**config.mk**
```make
export PLATFORM = sky130hd
export DESIGN_NAME = addHlCore
export DESIGN_NICKNAME = d
export VERILOG_FILES = /design/src/hw/z80Pkg.sv /design/src/hw/addHlCore.sv /design/src/hw/byteAlu.sv /design/src/hw/regPairFile.sv /design/src/hw/addHlSequencer.sv /design/src/hw/addHlDecoder.sv
export VERILOG_INCLUDE_DIRS = /design/src /design/src/hw
export SDC_FILE = /design/constraint.sdc
export NUM_CORES = 1
export LEC_CHECK = 0
export BUFFER_PORTS_ARGS = -buffer_cell sky130_fd_sc_hd__clkbuf_2
export CORE_MARGIN = 2
export CORE_UTILIZATION = 30
export CTS_CLUSTER_SIZE = 8
export DETAILED_ROUTE_END_ITERATION = 12
export GPL_TIMING_DRIVEN = 0
export PLACE_DENSITY_LB_ADDON = 0.25
export SLEW_MARGIN = 30
export SYNTH_ARGS = -nofsm -noshare
export SYNTH_HDL_FRONTEND = slang
export SYNTH_HIERARCHICAL = 1
export SYNTH_SLANG_ARGS = --single-unit
```
**constraint.sdc**
```tcl
create_clock -name clk -period 7.9 [get_ports clk]
set_clock_uncertainty 0.2 [all_clocks]
set_input_delay 0.79 -clock clk [delete_from_list [all_inputs] [get_ports clk]]
set_output_delay 0.79 -clock clk [all_outputs]
set_load 0.03 [all_outputs]
```
**src/hw/z80_defines.svh**
```systemverilog
// Width and opcode macros for the ADD HL,ss / LD rr,nn slice.
// Opcode patterns cover only the 00ss_xxxx block of the unprefixed map.
`ifndef Z80_DEFINES_SVH
`define Z80_DEFINES_SVH

`define Z80_BYTE_W 8
`define Z80_WORD_W 16

// ##################################################
// opcode fields
// ##################################################
`define Z80_OP_TOP    2'b00     // bits 7:6 of both instructions.
`define Z80_OP_LD_RR  4'b0001   // LD rr,nn low nibble.
`define Z80_OP_ADD_HL 4'b1001   // ADD HL,ss low nibble.

`endif
```
**src/hw/z80Pkg.sv**
```systemverilog
// Shared types for the 16-bit pair execution slice.
// Only the C, N and H flags are modelled.
`default_nettype none

package z80Pkg;

`include "z80_defines.svh"

    typedef enum logic [1:0] {
        OP_NONE,
        OP_LD_RR,
        OP_ADD_HL
    } opClass_e;

    // same order as the ss field.
    typedef enum logic [1:0] {
        RP_BC,
        RP_DE,
        RP_HL,
        RP_SP
    } regPair_e;

    typedef enum logic [1:0] {
        S_IDLE,
        S_DECODE,
        S_LOW,
        S_HIGH
    } seqState_e;

    typedef struct packed {
        logic     writeL;   // write low byte of target pair.
        logic     writeH;   // write high byte of target pair.
        logic     loadImm;  // immediate is the write source.
        logic     aluLow;   // low byte add, carry in 0.
        logic     aluHigh;  // high byte add with latched carry.
        regPair_e dest;
    } microOp_t;

    typedef struct packed {
        logic c;
        logic n;
        logic h;
    } flags_t;

    typedef struct packed {
        logic [`Z80_BYTE_W-1:0] sum;
        flags_t                 flags;
    } aluOut_t;

endpackage

`default_nettype wire

```
**src/hw/addHlCore.sv**
```systemverilog
// Top of the pair slice; result and flags are valid the cycle after done.
`timescale 1ns/1ps
`default_nettype none
`include "z80_defines.svh"

module addHlCore (
    input  wire logic                   clk,
    input  wire logic                   rst,
    input  wire logic                   start,
    input  wire logic [`Z80_BYTE_W-1:0] opcode,
    input  wire logic [`Z80_WORD_W-1:0] imm,
    output logic                        done,
    output logic [`Z80_WORD_W-1:0]      result,
    output z80Pkg::flags_t              flags
);

    import z80Pkg::*;

    logic [`Z80_BYTE_W-1:0] latchedOpcode;
    logic [`Z80_WORD_W-1:0] latchedImm;
    opClass_e               opClass;
    regPair_e               pair;
    microOp_t               uop;
    logic [`Z80_WORD_W-1:0] hlLane;
    logic [`Z80_WORD_W-1:0] srcLane;
    aluOut_t                aluOut;

    addHlDecoder i_addHlDecoder (
        .opcode  (latchedOpcode),
        .opClass (opClass),
        .pair    (pair)
    );

    addHlSequencer i_addHlSequencer (
        .clk           (clk),
        .rst           (rst),
        .start         (start),
        .opcode        (opcode),
        .imm           (imm),
        .opClass       (opClass),
        .pair          (pair),
        .latchedOpcode (latchedOpcode),
        .latchedImm    (latchedImm),
        .uop           (uop),
        .done          (done)
    );

    regPairFile i_regPairFile (
        .clk    (clk),
        .rst    (rst),
        .uop    (uop),
        .aluSum (aluOut.sum),
        .imm    (latchedImm),
        .hl     (hlLane),
        .src    (srcLane),
        .dest   (result)
    );

    // operand bytes sit in the low lane.
    byteAlu i_byteAlu (
        .clk (clk),
        .rst (rst),
        .uop (uop),
        .a   (hlLane[`Z80_BYTE_W-1:0]),
        .b   (srcLane[`Z80_BYTE_W-1:0]),
        .out (aluOut)
    );

    assign flags = aluOut.flags;

endmodule

`default_nettype wire

```
**src/hw/byteAlu.sv**
```systemverilog
// Byte adder for the two-step 16-bit add; only C, N and H are produced.
`timescale 1ns/1ps
`default_nettype none
`include "z80_defines.svh"

module byteAlu (
    input  wire logic                   clk,
    input  wire logic                   rst,
    input  wire z80Pkg::microOp_t       uop,
    input  wire logic [`Z80_BYTE_W-1:0] a,
    input  wire logic [`Z80_BYTE_W-1:0] b,
    output z80Pkg::aluOut_t             out
);

    import z80Pkg::*;

    logic                 cin;
    logic                 carryLatch;
    logic [`Z80_BYTE_W:0] sumWide;
    logic [4:0]           nibSum;
    flags_t               flagReg;

    // ##################################################
    // adder
    // ##################################################
    assign cin     = uop.aluHigh ? carryLatch : 1'b0;
    assign sumWide = {1'b0, a} + {1'b0, b} + {{`Z80_BYTE_W{1'b0}}, cin};
    assign nibSum  = {1'b0, a[3:0]} + {1'b0, b[3:0]} + {4'b0, cin}; // half carry.

    always_ff @(posedge clk) begin
        if (rst) begin
            carryLatch <= 1'b0;
            flagReg    <= '0;
        end else begin
            if (uop.aluLow) begin
                carryLatch <= sumWide[`Z80_BYTE_W]; // carry into the high byte.
            end
            if (uop.aluHigh) begin
                flagReg.c <= sumWide[`Z80_BYTE_W]; // word bit 15.
                flagReg.h <= nibSum[4];            // word bit 11.
                flagReg.n <= 1'b0;
            end
        end
    end

    assign out.sum   = sumWide[`Z80_BYTE_W-1:0];
    assign out.flags = flagReg;

endmodule

`default_nettype wire

```
**src/hw/regPairFile.sv**
```systemverilog
// hl and src present the byte lane of the current ALU step in bits 7:0.
// ALU results always go to HL; immediates go to uop.dest.
`timescale 1ns/1ps
`default_nettype none
`include "z80_defines.svh"

module regPairFile (
    input  wire logic                   clk,
    input  wire logic                   rst,
    input  wire z80Pkg::microOp_t       uop,
    input  wire logic [`Z80_BYTE_W-1:0] aluSum,
    input  wire logic [`Z80_WORD_W-1:0] imm,
    output logic [`Z80_WORD_W-1:0]      hl,
    output logic [`Z80_WORD_W-1:0]      src,
    output logic [`Z80_WORD_W-1:0]      dest
);

    import z80Pkg::*;

    logic [`Z80_WORD_W-1:0] pairs [4];
    regPair_e               wrSel;
    logic [`Z80_BYTE_W-1:0] wrLow;
    logic [`Z80_BYTE_W-1:0] wrHigh;
    logic [`Z80_WORD_W-1:0] hlWord;
    logic [`Z80_WORD_W-1:0] srcWord;

    // ##################################################
    // write port
    // ##################################################
    assign wrSel  = uop.loadImm ? uop.dest : RP_HL;
    assign wrLow  = uop.loadImm ? imm[7:0] : aluSum;
    assign wrHigh = uop.loadImm ? imm[15:8] : aluSum;

    always_ff @(posedge clk) begin
        if (rst) begin
            for (int i = 0; i < 4; i++) begin
                pairs[i] <= '0;
            end
        end else begin
            if (uop.writeL) begin
                pairs[wrSel][7:0] <= wrLow;
            end
            if (uop.writeH) begin
                pairs[wrSel][15:8] <= wrHigh;
            end
        end
    end

    // ##################################################
    // read ports
    // ##################################################
    assign hlWord  = pairs[RP_HL];
    assign srcWord = pairs[uop.dest];

    // high step swaps the lanes so the ALU always reads bits 7:0.
    assign hl  = uop.aluHigh ? {hlWord[7:0], hlWord[15:8]} : hlWord;
    assign src = uop.aluHigh ? {srcWord[7:0], srcWord[15:8]} : srcWord;

    assign dest = pairs[uop.dest];

endmodule

`default_nettype wire

```
**src/hw/addHlSequencer.sv**
```systemverilog
// One instruction at a time; start is ignored outside S_IDLE.
// uop.dest keeps pointing at the last result pair while idle.
`timescale 1ns/1ps
`default_nettype none
`include "z80_defines.svh"

module addHlSequencer (
    input  wire logic                   clk,
    input  wire logic                   rst,
    input  wire logic                   start,
    input  wire logic [`Z80_BYTE_W-1:0] opcode,
    input  wire logic [`Z80_WORD_W-1:0] imm,
    input  wire z80Pkg::opClass_e       opClass,
    input  wire z80Pkg::regPair_e       pair,
    output logic [`Z80_BYTE_W-1:0]      latchedOpcode,
    output logic [`Z80_WORD_W-1:0]      latchedImm,
    output z80Pkg::microOp_t            uop,
    output logic                        done
);

    import z80Pkg::*;

    seqState_e state;
    seqState_e nextState;

    // ##################################################
    // state and instruction latches
    // ##################################################
    always_ff @(posedge clk) begin
        if (rst) begin
            state         <= S_IDLE;
            latchedOpcode <= '0;
        end else begin
            state <= nextState;
            if (state == S_IDLE && start) begin
                latchedOpcode <= opcode;
            end
        end
    end

    always_ff @(posedge clk) begin
        if (state == S_IDLE && start) begin
            latchedImm <= imm;
        end
    end

    always_comb begin
        case (state)
            S_IDLE:   nextState = start ? S_DECODE : S_IDLE;
            S_DECODE: nextState = (opClass == OP_NONE) ? S_IDLE : S_LOW;
            S_LOW:    nextState = (opClass == OP_ADD_HL) ? S_HIGH : S_IDLE;
            default:  nextState = S_IDLE;
        endcase
    end

    // ##################################################
    // micro-op strobes
    // ##################################################
    always_comb begin
        uop      = '0;
        uop.dest = (opClass == OP_LD_RR) ? pair : RP_HL; // result view when idle.
        case (state)
            S_LOW: begin
                uop.dest   = pair;
                uop.writeL = 1'b1;
                if (opClass == OP_LD_RR) begin
                    uop.writeH  = 1'b1;
                    uop.loadImm = 1'b1;
                end else begin
                    uop.aluLow = 1'b1;
                end
            end
            S_HIGH: begin
                uop.dest    = pair;
                uop.writeH  = 1'b1;
                uop.aluHigh = 1'b1;
            end
            default: ;
        endcase
    end

    assign done = (state == S_HIGH)
               || (state == S_LOW && opClass == OP_LD_RR)
               || (state == S_DECODE && opClass == OP_NONE);

endmodule

`default_nettype wire

```
**src/hw/addHlDecoder.sv**
```systemverilog
// Decodes only LD rr,nn and ADD HL,ss; every other opcode is OP_NONE.
`timescale 1ns/1ps
`default_nettype none
`include "z80_defines.svh"

module addHlDecoder (
    input  wire logic [`Z80_BYTE_W-1:0] opcode,
    output z80Pkg::opClass_e            opClass,
    output z80Pkg::regPair_e            pair
);

    import z80Pkg::*;

    logic topMatch;
    logic isLd;
    logic isAdd;

    // ##################################################
    // pattern match
    // ##################################################
    assign topMatch = (opcode[7:6] == `Z80_OP_TOP);
    assign isLd     = topMatch && (opcode[3:0] == `Z80_OP_LD_RR);
    assign isAdd    = topMatch && (opcode[3:0] == `Z80_OP_ADD_HL);

    always_comb begin
        if (isAdd) begin
            opClass = OP_ADD_HL;
        end else if (isLd) begin
            opClass = OP_LD_RR;
        end else begin
            opClass = OP_NONE;
        end
    end

    // ss field, BC/DE/HL/SP.
    assign pair = regPair_e'(opcode[5:4]);

endmodule

`default_nettype wire

```
==> summary.md, run 1 <==
| Metric | Value |
|---|---|
| Status | `complete, no violations` |
| P_sw | `~0.25 mW` |
| Initial Utilization | `0.3051` |
| Slew at the pin with the worst max-slew slack | `about 520 ps` |
| Final Slew Violations | `0` |
| Final worst slack | `3042 ps` |
| Total grt overflow | `0` |
| Setup crit end kind | `register` |
| Initial antenna violation count | `0` |
| Synth-to-layout area growth | `14.94%` |
| Mapped Area | `0.005041 mm^2` |
| Core area | `0.01652 mm^2` |
| # fillers | `1647` |
| TNS Setup | `0 ps` |
| Total power | `1.077 mW` |
| Post-CTS Setup Bufs | `0` |
| Critical path buffers and inverters | `7` |
| Die Ht | `between 100 and 150 um` |
| Minimum hold slack | `~270 ps` |
| Vias | `roughly 3400` |
| Row cnt | `47` |
| Post-Place Cells | `709` |
| Htree depth | `3` |
| Power Density | `approximately 190 mW/mm^2` |
| TritonRoute pass-1 iters | `5` |
| Type of the most critical hold path | `reg -> reg` |
| Routed vias/inst | `4.698` |
| IO Port Bufs | `45` |
| Root buffer cell | `clkbuf_16` |
| Register area | `0.002663 mm^2` |
| Place WS | `3115 ps` |
| Synth Instances | `444` |
| Layout cells sized above 1 | `0.2733` |
| CP Data Required Time | `7780 ps` |
| Syn avg cell area | `between 10 and 15 um^2` |
| Clock Sinks | `93` |
| IR drop worst, VDD | `0.1285 mV` |
| I/O pin total | `47` |
| Max Cap Viol | `0` |
| Pin count of the biggest net entering global routing | `25` |
| RSZ-0062 raised after global routing | `no` |
| Minimum clock period | `between 4000 and 5000 ps` |
| WL/cell | `17.15 um` |
| Ys Warns | `6` |
| Vias in the first global route | `3588` |
| Num CTS Buffers | `9` |
| Post-layout nets | `536` |
| Leak pwr | `2.365 nW` |
| Die area | `0.01786 mm^2` |
| CTS max path bufs | `2` |
| Internal power | `0.8224 mW` |
| CP Cell Sequence | `nor3_2 -> and4bb_1 -> nor2b_1 -> o21bai_1 -> buf_6 -> buf_8 -> buf_12 -> mux2i_1 -> a211oi_1 -> inv_1 -> fa_1 -> inv_1 -> fa_1 -> a21oi_1 -> inv_1 -> a21oi_1 -> xnor2_1 -> buf_4 -> nand2b_1 -> a21o_1 -> nor2_1` |
| Crit path DAT | `~4700 ps` |
| Total Routing Usage GR | `0.1477` |
| Cell Count, Final, Fillers Out | `725` |
| N_diodes | `0` |
| Final wirelength | `~12 mm` |
| First-pass GRT wire length | `19.69 mm` |
| Comb pwr share | `0.129` |
| CP max stage cell | `fa_1` |
| Max_slew headroom | `0.6514` |
| Most Frequent Cell on Critical Path | `inv_1` |
| DIE WIDTH | `approximately 130 um` |
| Clk network pwr share | `0.350` |
| Clock Latency Late Sink | `350 ps` |
| Peak Freq | `205.9 MHz` |
| Dpl hpwl | `9.600 mm` |
| Switch share | `0.2362` |
| Post-route ant nets | `0` |
| Multi-input gate area | `0.002028 mm^2` |
| Crit-path max FO | `10` |
| Fin. Hold Viols | `0` |
| Post-cts repair resize count | `0` |
| Setup CP Type | `reg -> reg` |
| Crit path launch type | `register` |
| Syn nets | `480` |
| Crit-path max cell delay | `between 400 and 500 ps` |
| TritonCTS clock tree | `done` |
| Final Wtd Congestion | `0.9096` |
| Starting DRT DRC Count | `231` |
| Worst-path clk slew | `60 ps` |
| DR DRC count | `0` |
| Fin crit share | `0.6149` |
| Hold Buf Count CTS | `0` |
| Sequential power share | `0.520` |
| Endpoints failing setup | `0` |
| Delay-heaviest family, CP | `compound AO/OA/AOI/OAI gates` |
==> worst min-delay path: cells and delay by family, from the launching register on <==
family / cells / cell delay [ps]
and+or+nand+nor: 1 / 60
muxes: 1 / 60
DFF: 1 / 310
==> worst paths after layout <==
kind / slack (ps) / to / from / cells past startpoint
setup / recovery: 3040 / i_regPairFile/pairs[1][4] / i_addHlSequencer/latchedOpcode[7] / 21
hold / removal: 270 / i_addHlSequencer/latchedOpcode[4] / i_addHlSequencer/latchedOpcode[4] / 2
setup reg to reg: 3040 / i_regPairFile/pairs[1][4] / i_addHlSequencer/latchedOpcode[7] / 21
hold reg to reg: 270 / i_addHlSequencer/latchedOpcode[4] / i_addHlSequencer/latchedOpcode[4] / 2
==> flip-flops by register name, summed over array words and instances, names as in the netlist <==
name,cells
i_byteAlu/out,2
i_regPairFile/pairs,64
i_addHlSequencer/state,2
i_addHlSequencer/latchedOpcode,8
i_byteAlu/carryLatch,1
i_addHlSequencer/latchedImm,16
==> cell type report <==
type | count | share of cell area
multi-input combinational | 290 | 0.3500
sequential | 93 | 0.4595
timing repair buffer | 45 | 0.03887
buffer | 38 | 0.04556
clock buffer | 13 | 0.04146
inverter | 23 | 0.01490
tap | 220 | 0.04751
clock inverter | 3 | 0.002159
==> placed cells by master, fill, tap and decap left out, drive strengths merged, types with 2 or more instances in the layout <==
cell,instances
nor2,70
xor2,2
fa,2
o21ai,5
clkbuf,65
a21o,16
buf,31
o2111ai,2
o21a,2
and2b,2
nand3,2
dfxtp,13
nor2b,5
ha,7
nand2b,36
a211oi,11
inv,23
a311oi,2
a21oi,14
nand2,21
xnor2,3
clkinv,3
mux2,40
edfxtp,80
mux2i,16
a41o,2
and2,3
a211o,2
nand3b,2
o21bai,3
o22ai,9
==> stage by stage <==
| stage | area, um^2 | util |
|---|---|---|
| floorplan | 5041 | - |
| global placement | 5542 | 0.3354 |
| detailed placement | 5542 | 0.3354 |
| CTS | 5794 | 0.3506 |
| global route | 5794 | 0.3506 |
| finish | 5794 | 0.3506 |
==> routing by layer <==
layer  routed length [um]  part of all wire  track usage  vias up
met1                 5854              0.47       0.1948     1625
met3                  621             0.050      0.03349       22
met5                    0                 0            0        -
met4                  351             0.028      0.06206        0
met2                 5605              0.45       0.2345       98
li1                     -                 -            -     1661
==> power groups by stage <==
| stage | sequential (mW) | clock, mW | combinational (mW) |
|---|---|---|---|
| 6_report | 0.560 | 0.377 | 0.139 |
| 5_1_grt | 0.562 | 0.405 | 0.152 |
| 4_1_cts | 0.560 | 0.391 | 0.140 |
| 3_5_place_dp | 0.571 | 0 | 0.139 |
| 3_3_place_gp | 0.570 | 0 | 0.139 |
| 2_1_floorplan | 0.567 | 0 | 0.100 |
(Power assumes the default switching activity.)
==> run 2: changes to the inputs <==
- ABC_AREA: not set -> 1
- clock period: 7.9 -> 4.77 ns (I/O delays scaled with it)
==> summary.md, run 2 <==
| Metric | Value |
|---|---|
| Leak pwr | `2.711 nW` |
| DIE WIDTH | `135.3 um` |
| Multi-input gate area | `0.001991 mm^2` |
| Setup crit end kind | `register` |
| Initial antenna violation count | `0` |
| WL/cell | `14.83 um` |
| Initial Utilization | `0.3096` |
| # fillers | `1777` |
| Routed vias/inst | `4.522` |
| Most frequent cells in the layout | `nand2_1 (193), edfxtp_1 (80), nor2_1 (66)` |
| Crit path DAT | `4010 ps` |
| Most flops, register | `i_regPairFile/pairs` |
| Post-route ant nets | `0` |
| Fin crit share | `0.8620` |
| Clock Sinks | `93` |
| Synth Instances | `600` |
| Dpl hpwl | `10.25 mm` |
| Crit-path max FO | `10` |
| Largest register FFs | `64` |
| Final wirelength | `around 13 mm` |
| N_diodes | `0` |
| Final worst slack | `658.5 ps` |
| Slew at the pin with the worst max-slew slack | `790.4 ps` |
| Minimum hold slack | `108.0 ps` |
| Minimum clock period | `slightly above 4000 ps` |
| R2R Setup Slk | `roughly 660 ps` |
| Die area | `0.01830 mm^2` |
| Num CTS Buffers | `9` |
| Starting DRT DRC Count | `201` |
| Power Density | `around 330 mW/mm^2` |
| Synth-to-layout area growth | `15.61%` |
| Post-cts repair resize count | `0` |
| Htree depth | `3` |
| Most common cell after layout, fill and taps aside | `nand2_1` |
| CTS max path bufs | `2` |
| I/O pin total | `47` |
| Ys Warns | `6` |
| Vias | `3975` |
| Max Cap Viol | `0` |
| Biggest regs | `i_regPairFile/pairs x64, i_addHlSequencer/latchedImm x16, i_addHlSequencer/latchedOpcode x8` |
| IO Port Bufs | `44` |
| Mapped Area | `roughly 0.0052 mm^2` |
| Total Routing Usage GR | `0.1510` |
| Post-CTS Setup Bufs | `0` |
| TritonRoute pass-1 iters | `5` |
| Final Slew Violations | `0` |
| Clock Latency Late Sink | `340 ps` |
| Type of the most critical hold path | `in -> reg` |
| DR DRC count | `0` |
| Hold Buf Count CTS | `0` |
| Peak Freq | `243.2 MHz` |
| Row cnt | `47` |
| IR drop worst, VDD | `approximately 0.15 mV` |
| Post-layout nets | `691` |
| Layout cells sized above 1 | `0.1760` |
| First-pass GRT wire length | `20.65 mm` |
| Final Wtd Congestion | `0.8339` |
| Max_slew headroom | `0.4711` |
| Endpoints failing setup | `0` |
| Register area | `0.002663 mm^2` |
| Worst-path clk slew | `70 ps` |
| Core area | `0.01670 mm^2` |
| TritonCTS clock tree | `done` |
| Die Ht | `135.3 um` |
| Vias in the first global route | `3903` |
| Crit path launch type | `register` |
| Total grt overflow | `0` |
| Cell Area, Placed | `0.005665 mm^2` |
| Root buffer cell | `clkbuf_16` |
| Syn nets | `roughly 640` |
| CP Data Required Time | `4670 ps` |
| Syn avg cell area | `roughly 8.6 um^2` |
| Setup CP Type | `reg -> reg` |
| RSZ-0062 raised after global routing | `no` |
| Pin count of the biggest net entering global routing | `17` |
| Status | `complete, no violations` |
| Post-route cell area | `0.005977 mm^2` |
| TNS Setup | `0 ps` |
| Place WS | `between 600 and 700 ps` |
| Fin. Hold Viols | `0` |
run 2: cell type report:
type,instances,area share
flip-flops and latches,93,0.4455
multi-input cells,402,0.3331
well taps,220,0.04605
inverters,70,0.04438
plain buffers,35,0.04208
clock buffers,9,0.03768
repair buffers,44,0.03684
clock inverters,6,0.01444
run 2: through the flow:
stage,instances,utilization,power (mW)
2_1_floorplan,600,-,1.133
3_3_place_gp,864,0.3392,1.211
3_5_place_dp,864,0.3392,1.214
4_1_cts,879,0.3579,1.978
5_1_grt,879,0.3579,2.044
6_report,879,0.3579,1.959
run 2: worst paths after layout:
check / startpoint / end / cells after the start
worst max register to register: i_addHlSequencer/latchedOpcode[1] / i_regPairFile/pairs[0][12] / 26
worst min register to register: i_addHlSequencer/latchedOpcode[0] / i_addHlSequencer/latchedOpcode[0] / 2
worst min-delay path: imm[12] / i_addHlSequencer/latchedImm[12] / 1
worst max-delay path: i_addHlSequencer/latchedOpcode[1] / i_regPairFile/pairs[0][12] / 26
run 2: report_power, final:
group | switching [mW] | total, mW | leakage, nW | internal [mW]
Clock | 0.307 | 0.763 | 0.153 | 0.457
Combinational | 0.170 | 0.264 | 1.64 | 0.0943
Sequential | 0.0145 | 0.931 | 0.921 | 0.917
run 2: critical path: stages, from the launching register on:
cell	delay, ps
dfxtp_1	340
nor2_1	50
nand2_1	90
nor2_1	50
buf_4	120
inv_1	90
nand2_1	90
a21boi_0	200
buf_4	220
buf_2	250
nand2_1	70
nand3_1	140
nand3_1	90
nand2_1	80
inv_1	80
fa_1	400
inv_1	100
fa_1	210
nand2_1	60
nand2_1	110
nand2_1	100
xnor2_1	140
buf_4	130
nand2_1	110
nand2_1	70
nand2_1	200
nor2_1	80
run 2: metal layers:
metal / wire (um) / global-route usage / up-vias
met5: 0 / 0 / -
met4: 201 / 0.05382 / 0
met3: 509 / 0.02619 / 16
met2: 6443 / 0.2544 / 86
met1: 5877 / 0.1957 / 1868
li1: - / - / 2005
==> run 3: changes to the inputs <==
- PLACE_DENSITY_LB_ADDON: 0.25 -> not set
==> summary.md, run 3 (synthesized netlist as in run 2, its figures left out) <==
| Metric | Value |
|---|---|
| Status | `complete, no violations` |
| Final wirelength | `about 13 mm` |
| Most Frequent Cell on Critical Path | `nand2_1` |
| Max_slew headroom | `0.5250` |
| Crit path launch type | `register` |
| Post-route cell area | `0.005934 mm^2` |
| Fin. Hold Viols | `0` |
| Total power | `1.854 mW` |
| Post-cts repair resize count | `0` |
| Final Wtd Congestion | `around 0.82` |
| Endpoints failing setup | `0` |
| Peak Freq | `roughly 240 MHz` |
| Die Ht | `135.3 um` |
| Post-layout nets | `691` |
| Minimum clock period | `around 4000 ps` |
| Synth-to-layout area growth | `14.79%` |
| Root buffer cell | `clkbuf_16` |
| Post-route ant nets | `0` |
| Minimum hold slack | `114.2 ps` |
| Max Cap Viol | `0` |
| Total Routing Usage GR | `0.1468` |
| Clock Sinks | `93` |
| Biggest regs | `i_regPairFile/pairs x64, i_addHlSequencer/latchedImm x16, i_addHlSequencer/latchedOpcode x8` |
| Type of the most critical hold path | `in -> reg` |
| TNS Setup | `0 ps` |
| First-pass GRT wire length | `between 20 and 25 mm` |
| Post-CTS Setup Bufs | `0` |
| RSZ-0062 raised after global routing | `no` |
| Register area | `0.002663 mm^2` |
| DR DRC count | `0` |
| Pin count of the biggest net entering global routing | `17` |
| Slew at the pin with the worst max-slew slack | `just over 700 ps` |
| Htree depth | `3` |
| Clock Latency Late Sink | `roughly 340 ps` |
| IO Port Bufs | `44` |
| Fin crit share | `0.8560` |
| Dpl hpwl | `9.799 mm` |
| Place WS | `roughly 750 ps` |
| TritonRoute pass-1 iters | `5` |
| Setup crit end kind | `register` |
| Setup CP Type | `reg -> reg` |
| IR drop worst, VDD | `0.1722 mV` |
| Cell Area, Placed | `0.005665 mm^2` |
| Largest register FFs | `64` |
| Hold Buf Count CTS | `0` |
| TritonCTS clock tree | `done` |
| Core area | `0.01670 mm^2` |
| Crit path DAT | `3970 ps` |
| Routed vias/inst | `4.461` |
| I/O pin total | `47` |
| CP Data Required Time | `4650 ps` |
| Crit-path max FO | `10` |
| Row cnt | `47` |
| N_diodes | `0` |
| Layout cells sized above 1 | `0.1742` |
| Most frequent cells in the layout | `nand2_1 (193), edfxtp_1 (80), nor2_1 (66)` |
| Num CTS Buffers | `9` |
| Final worst slack | `686.8 ps` |
| Worst-path clk slew | `70 ps` |
| Vias in the first global route | `3817` |
| Vias | `3926` |
| # fillers | `1777` |
| Die area | `0.01830 mm^2` |
| Total grt overflow | `0` |
| Initial antenna violation count | `0` |
| Starting DRT DRC Count | `253` |
| Crit-path max cell delay | `390 ps` |
| Most flops, register | `i_regPairFile/pairs` |
| Initial Utilization | `0.3096` |
| DIE WIDTH | `135.3 um` |
| CP max stage cell | `fa_1` |
| CTS max path bufs | `2` |
| Power Density | `between 300 and 400 mW/mm^2` |
| Leak pwr | `2.681 nW` |
| WL/cell | `14.36 um` |
| Most common cell after layout, fill and taps aside | `nand2_1` |
| Final Slew Violations | `0` |
| Multi-input gate area | `~0.0020 mm^2` |
-- run 3: changes by cell type in the layout (fill, tap and decap cells not counted), sizes merged --
cell	before	now
clkinv	3	1
bufinv	2	0
clkbuf	59	62
clkinvlp	0	2
-- run 3: power breakdown --
part | internal, mW | total (mW) | leakage, nW | switching, mW
Combinational | 0.0944 | 0.267 | 1.64 | 0.172
Clock | 0.357 | 0.657 | 0.123 | 0.301
Sequential | 0.917 | 0.930 | 0.921 | 0.0137
-- run 3: final timing paths --
kind,cells after the start,slack [ps],to,start
max,28,690,i_regPairFile/pairs[1][12],i_addHlSequencer/latchedOpcode[0]
min,1,110,i_addHlSequencer/latchedImm[9],imm[9]
max reg2reg,28,690,i_regPairFile/pairs[1][12],i_addHlSequencer/latchedOpcode[0]
min reg2reg,2,290,i_addHlSequencer/latchedOpcode[0],i_addHlSequencer/latchedOpcode[0]
-- run 3: final cells by class --
| type | count | share of cell area |
|---|---|---|
| buffer | 35 | 0.04238 |
| clock buffer | 12 | 0.03985 |
| clock inverter | 4 | 0.005482 |
| inverter | 70 | 0.04470 |
| multi-input combinational | 402 | 0.3354 |
| sequential | 93 | 0.4487 |
| tap | 220 | 0.04638 |
| timing repair buffer | 44 | 0.03711 |
-- run 3: critical path: cells and delay by family, from the launching register on --
family / cells / cell delay [ps]
and+or+nand+nor: 15 / 1450
buffers and inverters: 9 / 1030
adders and majority gates: 2 / 600
DFF: 1 / 330
xor gates and xnor gates: 1 / 130
AOI/OAI and AO/OA: 1 / 90
-- run 3: stage by stage --
step | std cells | util
4_1_cts | 880 | 0.3553
3_5_place_dp | 864 | 0.3392
6_report | 880 | 0.3553
2_1_floorplan | 600 | -
5_1_grt | 880 | 0.3553
3_3_place_gp | 864 | 0.3392
-- run 3: layer usage --
layer / track usage / vias to the layer above / part of all wire
li1: - / 2012 / -
met1: 0.1981 / 1820 / 0.47
met2: 0.2453 / 87 / 0.48
met3: 0.02020 / 7 / 0.045
met4: 0.04514 / 0 / 0.011
met5: 0 / - / 0
